## src/verilog/fpu_misc_pkg.sv

```systemverilog
package fpu_misc_pkg;

    // Destination tag widths.
    localparam int REG_ADDR_W = 5;
    localparam int OFFSET_ADDR_W = 3;

    // Single-precision field widths.
    localparam int FP_EXP_W = 8;
    localparam int FP_MANT_W = 23;
    localparam int FP_EXP_BIAS = 127;

    typedef enum logic [1:0] {
        FP_OP_MIN = 2'd0,
        FP_OP_MAX = 2'd1,
        FP_OP_RAW = 2'd2,
        FP_OP_CNV = 2'd3
    } fp_op_t;

    typedef struct packed {
        logic sign;
        logic [FP_EXP_W-1:0] exponent;
        logic [FP_MANT_W-1:0] mantissa;
    } fp_value_t;

    typedef struct packed {
        logic nan;
        logic inf;
        logic zero;
        logic subnormal;
    } fp_conditions_t;

    typedef struct packed {
        fp_op_t op;
        logic signed_integer;
        logic [31:0] a_bits;
        logic [31:0] b_bits;
        logic [REG_ADDR_W-1:0] dest_reg_addr;
        logic [OFFSET_ADDR_W-1:0] dest_offset_addr;
    } fp_request_t;

    typedef struct packed {
        fp_op_t op;
        logic signed_integer;
        fp_value_t a;
        fp_value_t b;
        fp_conditions_t conditions_a;
        fp_conditions_t conditions_b;
        logic [REG_ADDR_W-1:0] dest_reg_addr;
        logic [OFFSET_ADDR_W-1:0] dest_offset_addr;
    } fp_convert_command_t;

    typedef struct packed {
        logic nan;
        fp_value_t value;
    } fp_number_t;

    typedef struct packed {
        logic [REG_ADDR_W-1:0] dest_reg_addr;
        logic [OFFSET_ADDR_W-1:0] dest_offset_addr;
        fp_number_t result;
    } fp_result_t;

    // Canonical quiet NaN returned by min and max.
    localparam fp_value_t FP_QNAN = '{sign: 1'b0, exponent: 8'hff, mantissa: 23'h400000};

endpackage
```

## src/verilog/fp_misc_unit.sv

```systemverilog
module fp_misc_unit
    import fpu_misc_pkg::*;
#(
    parameter int OUTPUT_REGISTER_MODE = 1
)(
    input logic clk,
    input logic rst_n,

    input logic cmd_valid,
    output logic cmd_ready,
    input fp_request_t cmd,

    output logic result_valid,
    input logic result_ready,
    output fp_result_t result
);

    fp_convert_command_t unpacked_cmd;
    fp_convert_command_t staged_cmd;
    logic staged_valid;
    logic staged_ready;
    fp_result_t next_result;

    fp_unpack fp_unpack_i (
        .request(cmd),
        .command(unpacked_cmd)
    );

    // Unpack and convert are single-cycle and always ready, so the stage
    // registers carry all of the handshake.
    flow_stage #(
        .payload_t(fp_convert_command_t),
        .MODE(1)
    ) command_stage_i (
        .clk(clk),
        .rst_n(rst_n),
        .in_valid(cmd_valid),
        .in_ready(cmd_ready),
        .in_payload(unpacked_cmd),
        .out_valid(staged_valid),
        .out_ready(staged_ready),
        .out_payload(staged_cmd)
    );

    fp_convert fp_convert_i (
        .command(staged_cmd),
        .result(next_result)
    );

    flow_stage #(
        .payload_t(fp_result_t),
        .MODE(OUTPUT_REGISTER_MODE)
    ) output_stage_i (
        .clk(clk),
        .rst_n(rst_n),
        .in_valid(staged_valid),
        .in_ready(staged_ready),
        .in_payload(next_result),
        .out_valid(result_valid),
        .out_ready(result_ready),
        .out_payload(result)
    );

endmodule

```

## src/verilog/fp_convert.sv

```systemverilog
module fp_convert
    import fpu_misc_pkg::*;
(
    input fp_convert_command_t command,
    output fp_result_t result
);

    // IEEE total order for non-NaN values with -0 below +0.
    function automatic logic ieee_less(input fp_value_t x, input fp_value_t y);
        logic [30:0] x_mag;
        logic [30:0] y_mag;
        x_mag = {x.exponent, x.mantissa};
        y_mag = {y.exponent, y.mantissa};
        if (x.sign != y.sign) begin
            return x.sign;
        end else if (x.sign) begin
            return x_mag > y_mag;
        end else begin
            return x_mag < y_mag;
        end
    endfunction

    logic a_lt_b;
    logic b_lt_a;
    logic any_nan;
    fp_number_t converted;
    fp_number_t number;

    assign a_lt_b = ieee_less(command.a, command.b);
    assign b_lt_a = ieee_less(command.b, command.a);
    assign any_nan = command.conditions_a.nan || command.conditions_b.nan;

    int_to_float int_to_float_i (
        .value(32'(command.a)),
        .is_signed(command.signed_integer),
        .number(converted)
    );

    always_comb begin
        number.nan = 1'b0;
        number.value = command.a;

        case (command.op)
            FP_OP_MIN: begin
                if (any_nan) begin
                    number.nan = 1'b1;
                    number.value = FP_QNAN;
                end else if (b_lt_a) begin
                    number.value = command.b;
                end
            end
            FP_OP_MAX: begin
                if (any_nan) begin
                    number.nan = 1'b1;
                    number.value = FP_QNAN;
                end else if (a_lt_b) begin
                    number.value = command.b;
                end
            end
            FP_OP_RAW: begin
                number.nan = command.conditions_a.nan;
            end
            FP_OP_CNV: begin
                number = converted;
            end
        endcase
    end

    assign result.dest_reg_addr = command.dest_reg_addr;
    assign result.dest_offset_addr = command.dest_offset_addr;
    assign result.result = number;

endmodule

```

## src/verilog/int_to_float.sv

```systemverilog
module int_to_float
    import fpu_misc_pkg::*;
(
    input logic [31:0] value,
    input logic is_signed,
    output fp_number_t number
);

    logic negative;
    logic [31:0] magnitude;
    logic [4:0] lead_pos;
    logic [31:0] normalized;
    logic is_zero;

    // Only a signed input with bit 31 set is treated as negative.
    assign negative = is_signed && value[31];
    assign magnitude = negative ? (~value + 32'd1) : value;
    assign is_zero = ~|magnitude;

    // Leading-one detector; the highest set bit wins.
    always_comb begin
        lead_pos = '0;
        for (int i = 0; i < 32; i++) begin
            if (magnitude[i]) begin
                lead_pos = 5'(i);
            end
        end
    end

    // Move the leading one to bit 31, the hidden bit.
    assign normalized = magnitude << (5'd31 - lead_pos);

    always_comb begin
        number.nan = 1'b0;
        if (is_zero) begin
            number.value.sign = 1'b0;
            number.value.exponent = '0;
            number.value.mantissa = '0;
        end else begin
            number.value.sign = negative;
            number.value.exponent = FP_EXP_W'(FP_EXP_BIAS) + FP_EXP_W'(lead_pos);
            // Bits below the mantissa are dropped, i.e. round toward zero.
            number.value.mantissa = normalized[30 -: FP_MANT_W];
        end
    end

endmodule

```

## src/verilog/fp_unpack.sv

```systemverilog
module fp_unpack
    import fpu_misc_pkg::*;
(
    input fp_request_t request,
    output fp_convert_command_t command
);

    function automatic fp_value_t split_bits(input logic [31:0] bits);
        fp_value_t v;
        v.sign = bits[31];
        v.exponent = bits[30:FP_MANT_W];
        v.mantissa = bits[FP_MANT_W-1:0];
        return v;
    endfunction

    function automatic fp_conditions_t classify(input fp_value_t v);
        fp_conditions_t c;
        logic exp_ones;
        logic exp_zero;
        logic mant_zero;
        exp_ones = &v.exponent;
        exp_zero = ~|v.exponent;
        mant_zero = ~|v.mantissa;
        c.nan = exp_ones && !mant_zero;
        c.inf = exp_ones && mant_zero;
        c.zero = exp_zero && mant_zero;
        c.subnormal = exp_zero && !mant_zero;
        return c;
    endfunction

    fp_value_t a_value;
    fp_value_t b_value;

    assign a_value = split_bits(request.a_bits);
    assign b_value = split_bits(request.b_bits);

    always_comb begin
        command.op = request.op;
        command.signed_integer = request.signed_integer;
        command.a = a_value;
        command.b = b_value;
        command.conditions_a = classify(a_value);
        command.conditions_b = classify(b_value);

        // Tags ride along untouched.
        command.dest_reg_addr = request.dest_reg_addr;
        command.dest_offset_addr = request.dest_offset_addr;
    end

endmodule

```

## src/verilog/flow_stage.sv

```systemverilog
module flow_stage #(
    parameter type payload_t = logic,
    parameter int MODE = 1
)(
    input logic clk,
    input logic rst_n,

    input logic in_valid,
    output logic in_ready,
    input payload_t in_payload,

    output logic out_valid,
    input logic out_ready,
    output payload_t out_payload
);

    generate
        if (MODE == 1) begin : g_registered
            logic valid_q;
            payload_t payload_q;

            // Accept when empty or when the current entry leaves this cycle.
            assign in_ready = !valid_q || out_ready;

            always_ff @(posedge clk or negedge rst_n) begin
                if (!rst_n) begin
                    valid_q <= 1'b0;
                end else if (in_ready) begin
                    valid_q <= in_valid;
                end
            end

            always_ff @(posedge clk) begin
                if (in_ready && in_valid) begin
                    payload_q <= in_payload;
                end
            end

            assign out_valid = valid_q;
            assign out_payload = payload_q;
        end else begin : g_bypass
            // Pure combinational path, no storage.
            assign out_valid = in_valid;
            assign in_ready = out_ready;
            assign out_payload = in_payload;
        end
    endgenerate

endmodule

```

## config.mk

```make
export PLATFORM = sky130hd
export DESIGN_NAME = fp_misc_unit
export DESIGN_NICKNAME = d
export VERILOG_FILES = /design/src/verilog/fpu_misc_pkg.sv /design/src/verilog/fp_misc_unit.sv /design/src/verilog/fp_convert.sv /design/src/verilog/int_to_float.sv /design/src/verilog/fp_unpack.sv /design/src/verilog/flow_stage.sv
export SDC_FILE = /design/constraint.sdc
export NUM_CORES = 1
export LEC_CHECK = 0
export BUFFER_PORTS_ARGS = -buffer_cell sky130_fd_sc_hd__buf_2
export CORE_MARGIN = 5
export CORE_UTILIZATION = 40
export DETAILED_ROUTE_END_ITERATION = 6
export HOLD_SLACK_MARGIN = 0.1
export PLACE_DENSITY = 0.57
export REMOVE_ABC_BUFFERS = 1
export SLEW_MARGIN = 30
export SYNTH_ARGS = -nofsm -noshare
export SYNTH_HDL_FRONTEND = slang
export SYNTH_SLANG_ARGS = --single-unit
```

## constraint.sdc

```tcl
create_clock -name clk -period 5.4 [get_ports clk]
set_clock_uncertainty 0.05 [all_clocks]
set_input_delay 0.81 -clock clk [delete_from_list [all_inputs] [get_ports clk]]
set_output_delay 0.81 -clock clk [all_outputs]
set_load 0.1 [all_outputs]
```

==> impl_metrics.env <==
export IMPL_worst_path_buf_inv=4
export IMPL_hp_class="reg2reg"
export IMPL_latest_clock_arrival_within_the_worst_skew_pair_ns=0.44
export IMPL_routed_via_count=10100
export IMPL_power_frac_comb=0.351
export IMPL_dpl_instance_area_um2=11500
export IMPL_seq_power_share=0.332
export IMPL_power_clock_fraction=0.317
export IMPL_stdcell_count=1607
export IMPL_drc_violations_left=0
export IMPL_hpwlAfterDp_um=32400
export IMPL_ys_warn_count=0
export IMPL_routed_via_count_divided_by_cell_count=6.29
export IMPL_crit_path_max_incr_delay_ns=0.48
export IMPL_grt_pass1_vias=9515
export IMPL_ff_latch_count_synth=120
export IMPL_synthCells=1106
export IMPL_syn_mean_instance_area_um2=9.17
export IMPL_final_common_cell="sky130_fd_sc_hd__buf_2"
export IMPL_max_vdd_ir_drop_v=0.000179
export IMPL_wire_per_inst_um=25.4
export IMPL_dp_cells=1571
export IMPL_max_cap_violations=0
export IMPL_timing_hold_worst_start="command_stage_i.out_payload[6]"
export IMPL_antenna_cells_inserted=0
export IMPL_yosys_most_used_dff="sky130_fd_sc_hd__edfxtp_1"
export IMPL_power_switching_fraction=0.395
export IMPL_grt_overflow=0
export IMPL_most_common_layout_cells="sky130_fd_sc_hd__buf_2, sky130_fd_sc_hd__edfxtp_1, sky130_fd_sc_hd__buf_4, sky130_fd_sc_hd__nor2_1, sky130_fd_sc_hd__nand2_1"
export IMPL_post_synth_num_cell_types=102
export IMPL_grt_start_max_net_pins=42
export IMPL_hold_ws_ns=0.357
export IMPL_fmaxAchievable_ghz=0.194
export IMPL_tns_ns=0
export IMPL_timing_worst_setup_path_type="reg2reg"
export IMPL_top_level_ports=122
export IMPL_die_outline_height_um=169
export IMPL_max_slew_margin=0.372
export IMPL_grt_antenna_before_repair=1
export IMPL_fp_row_count=58
export IMPL_net_switching_power_mw=1.41
export IMPL_cp_max_fo=23
export IMPL_fin_nets=1378
export IMPL_cp_end_kind="flip-flop"
export IMPL_drt_first_pass_iters=6
export IMPL_post_route_util=0.482
export IMPL_synth_area_um2=10100
export IMPL_worstPathArrival_ns=5.30
export IMPL_tritoncts_num_buffers=17
export IMPL_worstSetupStartpoint="command_stage_i.out_payload[49]"
export IMPL_io_buffer_count=121
export IMPL_die_width_um=169
export IMPL_pwr_density_cell_nw_per_um2=295
export IMPL_area_growth_pct=19.0
export IMPL_internal_power_mw=2.15
export IMPL_core_area_um2=25000
export IMPL_crit_chain="inv_1 > ha_1 > nor4b_4 > nand4_2 > buf_4 > or2_2 > or4_1 > a31oi_1 > nand2_1 > buf_4 > nand2_4 > buf_4 > o21ai_0 > a221o_1 > mux2_2 > o31ai_1"
export IMPL_post_route_cells_drive_above_1_share=0.244
export IMPL_area_enclosed_by_the_die_boundary_um2=28600
export IMPL_ant_nets=0
export IMPL_rsz0062_at_grt="false"
export IMPL_hold_viol_final=0
export IMPL_finalCriticalPeriod_ns=5.17
export IMPL_final_min_period_over_clock_period=0.957
export IMPL_weighted_congestion_reported_at_the_end_of_routability_driven_placement=0.995
export IMPL_totalWireLength_um=40800
export IMPL_report_final_slew_viol_count=0
export IMPL_drt_first_iter_violations=1197
export IMPL_path_common_cell="sky130_fd_sc_hd__buf_4"
export IMPL_setup_viol_count_final=0
export IMPL_r2r_start="command_stage_i.out_payload[49]"
export IMPL_timing_critical_path_from_type="flip-flop"
export IMPL_tritoncts="done"
export IMPL_synth_edff_count=118
export IMPL_htree_levels=4
export IMPL_worst_pin_slew_ns=0.932
export IMPL_cellLeakagePower_nw=4.72
export IMPL_grt_total_usage=0.282
export IMPL_run_status="finished, final reports clean"
export IMPL_floorplan_initialDensity=0.405
export IMPL_critical_path_top_delay_family="simple AND/OR/NAND/NOR gates"
export IMPL_cpMaxStageDelayCell="sky130_fd_sc_hd__edfxtp_1"
export IMPL_clock_sinks=120
export IMPL_synth_seq_area_share=0.354
export IMPL_clock_tree_buffer_depth=2
export IMPL_root_buffer="sky130_fd_sc_hd__clkbuf_16"
export IMPL_cp_data_required_time_ns=5.54
export IMPL_post_route_cell_area_um2=12100
export IMPL_async_flop_share=0.0167
export IMPL_grt_pass1_wl_um=61300
export IMPL_clk_pin_slew_worst_paths_ns=0.07
-- synth_stat cells, drive strengths merged, types with 6 or more instances --
cell / number / area [um^2]
a211oi: 15 / 123
a21o: 18 / 135
or2: 12 / 75.1
clkbuf: 38 / 143
nor2b: 7 / 43.8
nand3: 19 / 95.1
a22oi: 12 / 90.1
o21ai: 65 / 344
edfxtp: 118 / 3540
o31ai: 11 / 92.6
nand2: 84 / 323
and2: 12 / 75.1
o211ai: 17 / 128
a221oi: 6 / 58.8
and3: 10 / 62.6
a211o: 6 / 52.6
a31oi: 17 / 106
o21a: 7 / 52.6
ha: 35 / 438
buf: 35 / 218
xor2: 16 / 148
a21oi: 71 / 359
xnor2: 17 / 156
nor4: 27 / 209
nand4: 27 / 181
mux2i: 61 / 636
nand2b: 18 / 113
nor2: 86 / 325
nor3: 46 / 258
or3: 15 / 98.8
mux2: 15 / 169
or4: 9 / 75.1
inv: 43 / 169
o22ai: 19 / 131
-- what timing repair did --
item / CTS / global route
setup buffers: 0 / 3
resized for setup: 0 / 1
hold endpoints to repair: 2 / 0
hold buffers: 1 / 0
setup endpoints to repair: 0 / 4
-- layer usage --
layer	part of all wire	wire [um]	global-route usage	vias to the layer above
li1	-	-	-	4606
met1	0.42	17000	0.393	4826
met2	0.45	18200	0.432	562
met3	0.085	3470	0.0415	104
met4	0.052	2110	0.135	2
met5	0.00032	13	0	-
-- through the flow --
step / setup WS [ns] / power (mW)
finish: 0.234 / 3.56
global route: 0.0137 / 3.69
CTS: 0.0514 / 3.54
detailed placement: 0.0902 / 2.42
global placement: 0.130 / 2.42
floorplan: -0.338 / 2.00
-- logic make-up after synthesis --
kind of cell | count (synthesis) | synth area share
compound gates | 338 | 0.235
buf+inv | 116 | 0.0522
fa+ha+maj | 35 | 0.0432
xor+xnor | 33 | 0.0300
mux | 76 | 0.0793
simple gates | 388 | 0.206
flops | 120 | 0.354
-- area by class of cell --
class                           count  area, um^2
Timing Repair Buffer              212        1300
Clock inverter                     13         121
Tap cell                          330         413
Sequential cell                   120        3590
Fill cell                        2440       13000
Inverter                           43         169
Multi-Input combinational cell    870        6020
Clock buffer                       19         443
-- power groups by stage --
stage	clock network (mW)	logic, mW	registers, mW
after floorplan	0	0.569	1.43
after global placement	0	1.22	1.20
after detailed placement	0	1.21	1.20
after CTS	1.14	1.22	1.18
after global routing	1.18	1.32	1.19
final	1.13	1.25	1.18
-- sequential cells by signal, summed over array words and instances, names as in the netlist --
register                     flops
command_stage_i.out_payload     77
command_stage_i.out_valid        1
output_stage_i.out_payload      41
output_stage_i.out_valid         1
-- path summary, 6_finish.rpt --
path                                                       end  slack [ns]  cells after the start
worst max-delay path            output_stage_i.out_payload[12]        0.23                     16
worst min-delay path            output_stage_i.out_payload[39]        0.36                      0
worst max register to register  output_stage_i.out_payload[12]        0.23                     16
min in group asynchronous             output_stage_i.out_valid        0.67                      2
max in group asynchronous            command_stage_i.out_valid        4.53                      2
worst min register to register  output_stage_i.out_payload[39]        0.36                      0
-- worst register-to-register path: stages (launching register included) --
cell and delay (ns):
sky130_fd_sc_hd__edfxtp_1 0.48, sky130_fd_sc_hd__inv_1 0.13, sky130_fd_sc_hd__ha_1 0.31, sky130_fd_sc_hd__nor4b_4 0.40
sky130_fd_sc_hd__nand4_2 0.14, sky130_fd_sc_hd__buf_4 0.24, sky130_fd_sc_hd__or2_2 0.34, sky130_fd_sc_hd__or4_1 0.44
sky130_fd_sc_hd__a31oi_1 0.33, sky130_fd_sc_hd__nand2_1 0.25, sky130_fd_sc_hd__buf_4 0.23, sky130_fd_sc_hd__nand2_4 0.14
sky130_fd_sc_hd__buf_4 0.29, sky130_fd_sc_hd__o21ai_0 0.11, sky130_fd_sc_hd__a221o_1 0.40, sky130_fd_sc_hd__mux2_2 0.27
sky130_fd_sc_hd__o31ai_1 0.37
No activity file was read; power rests on OpenSTA's default activity.
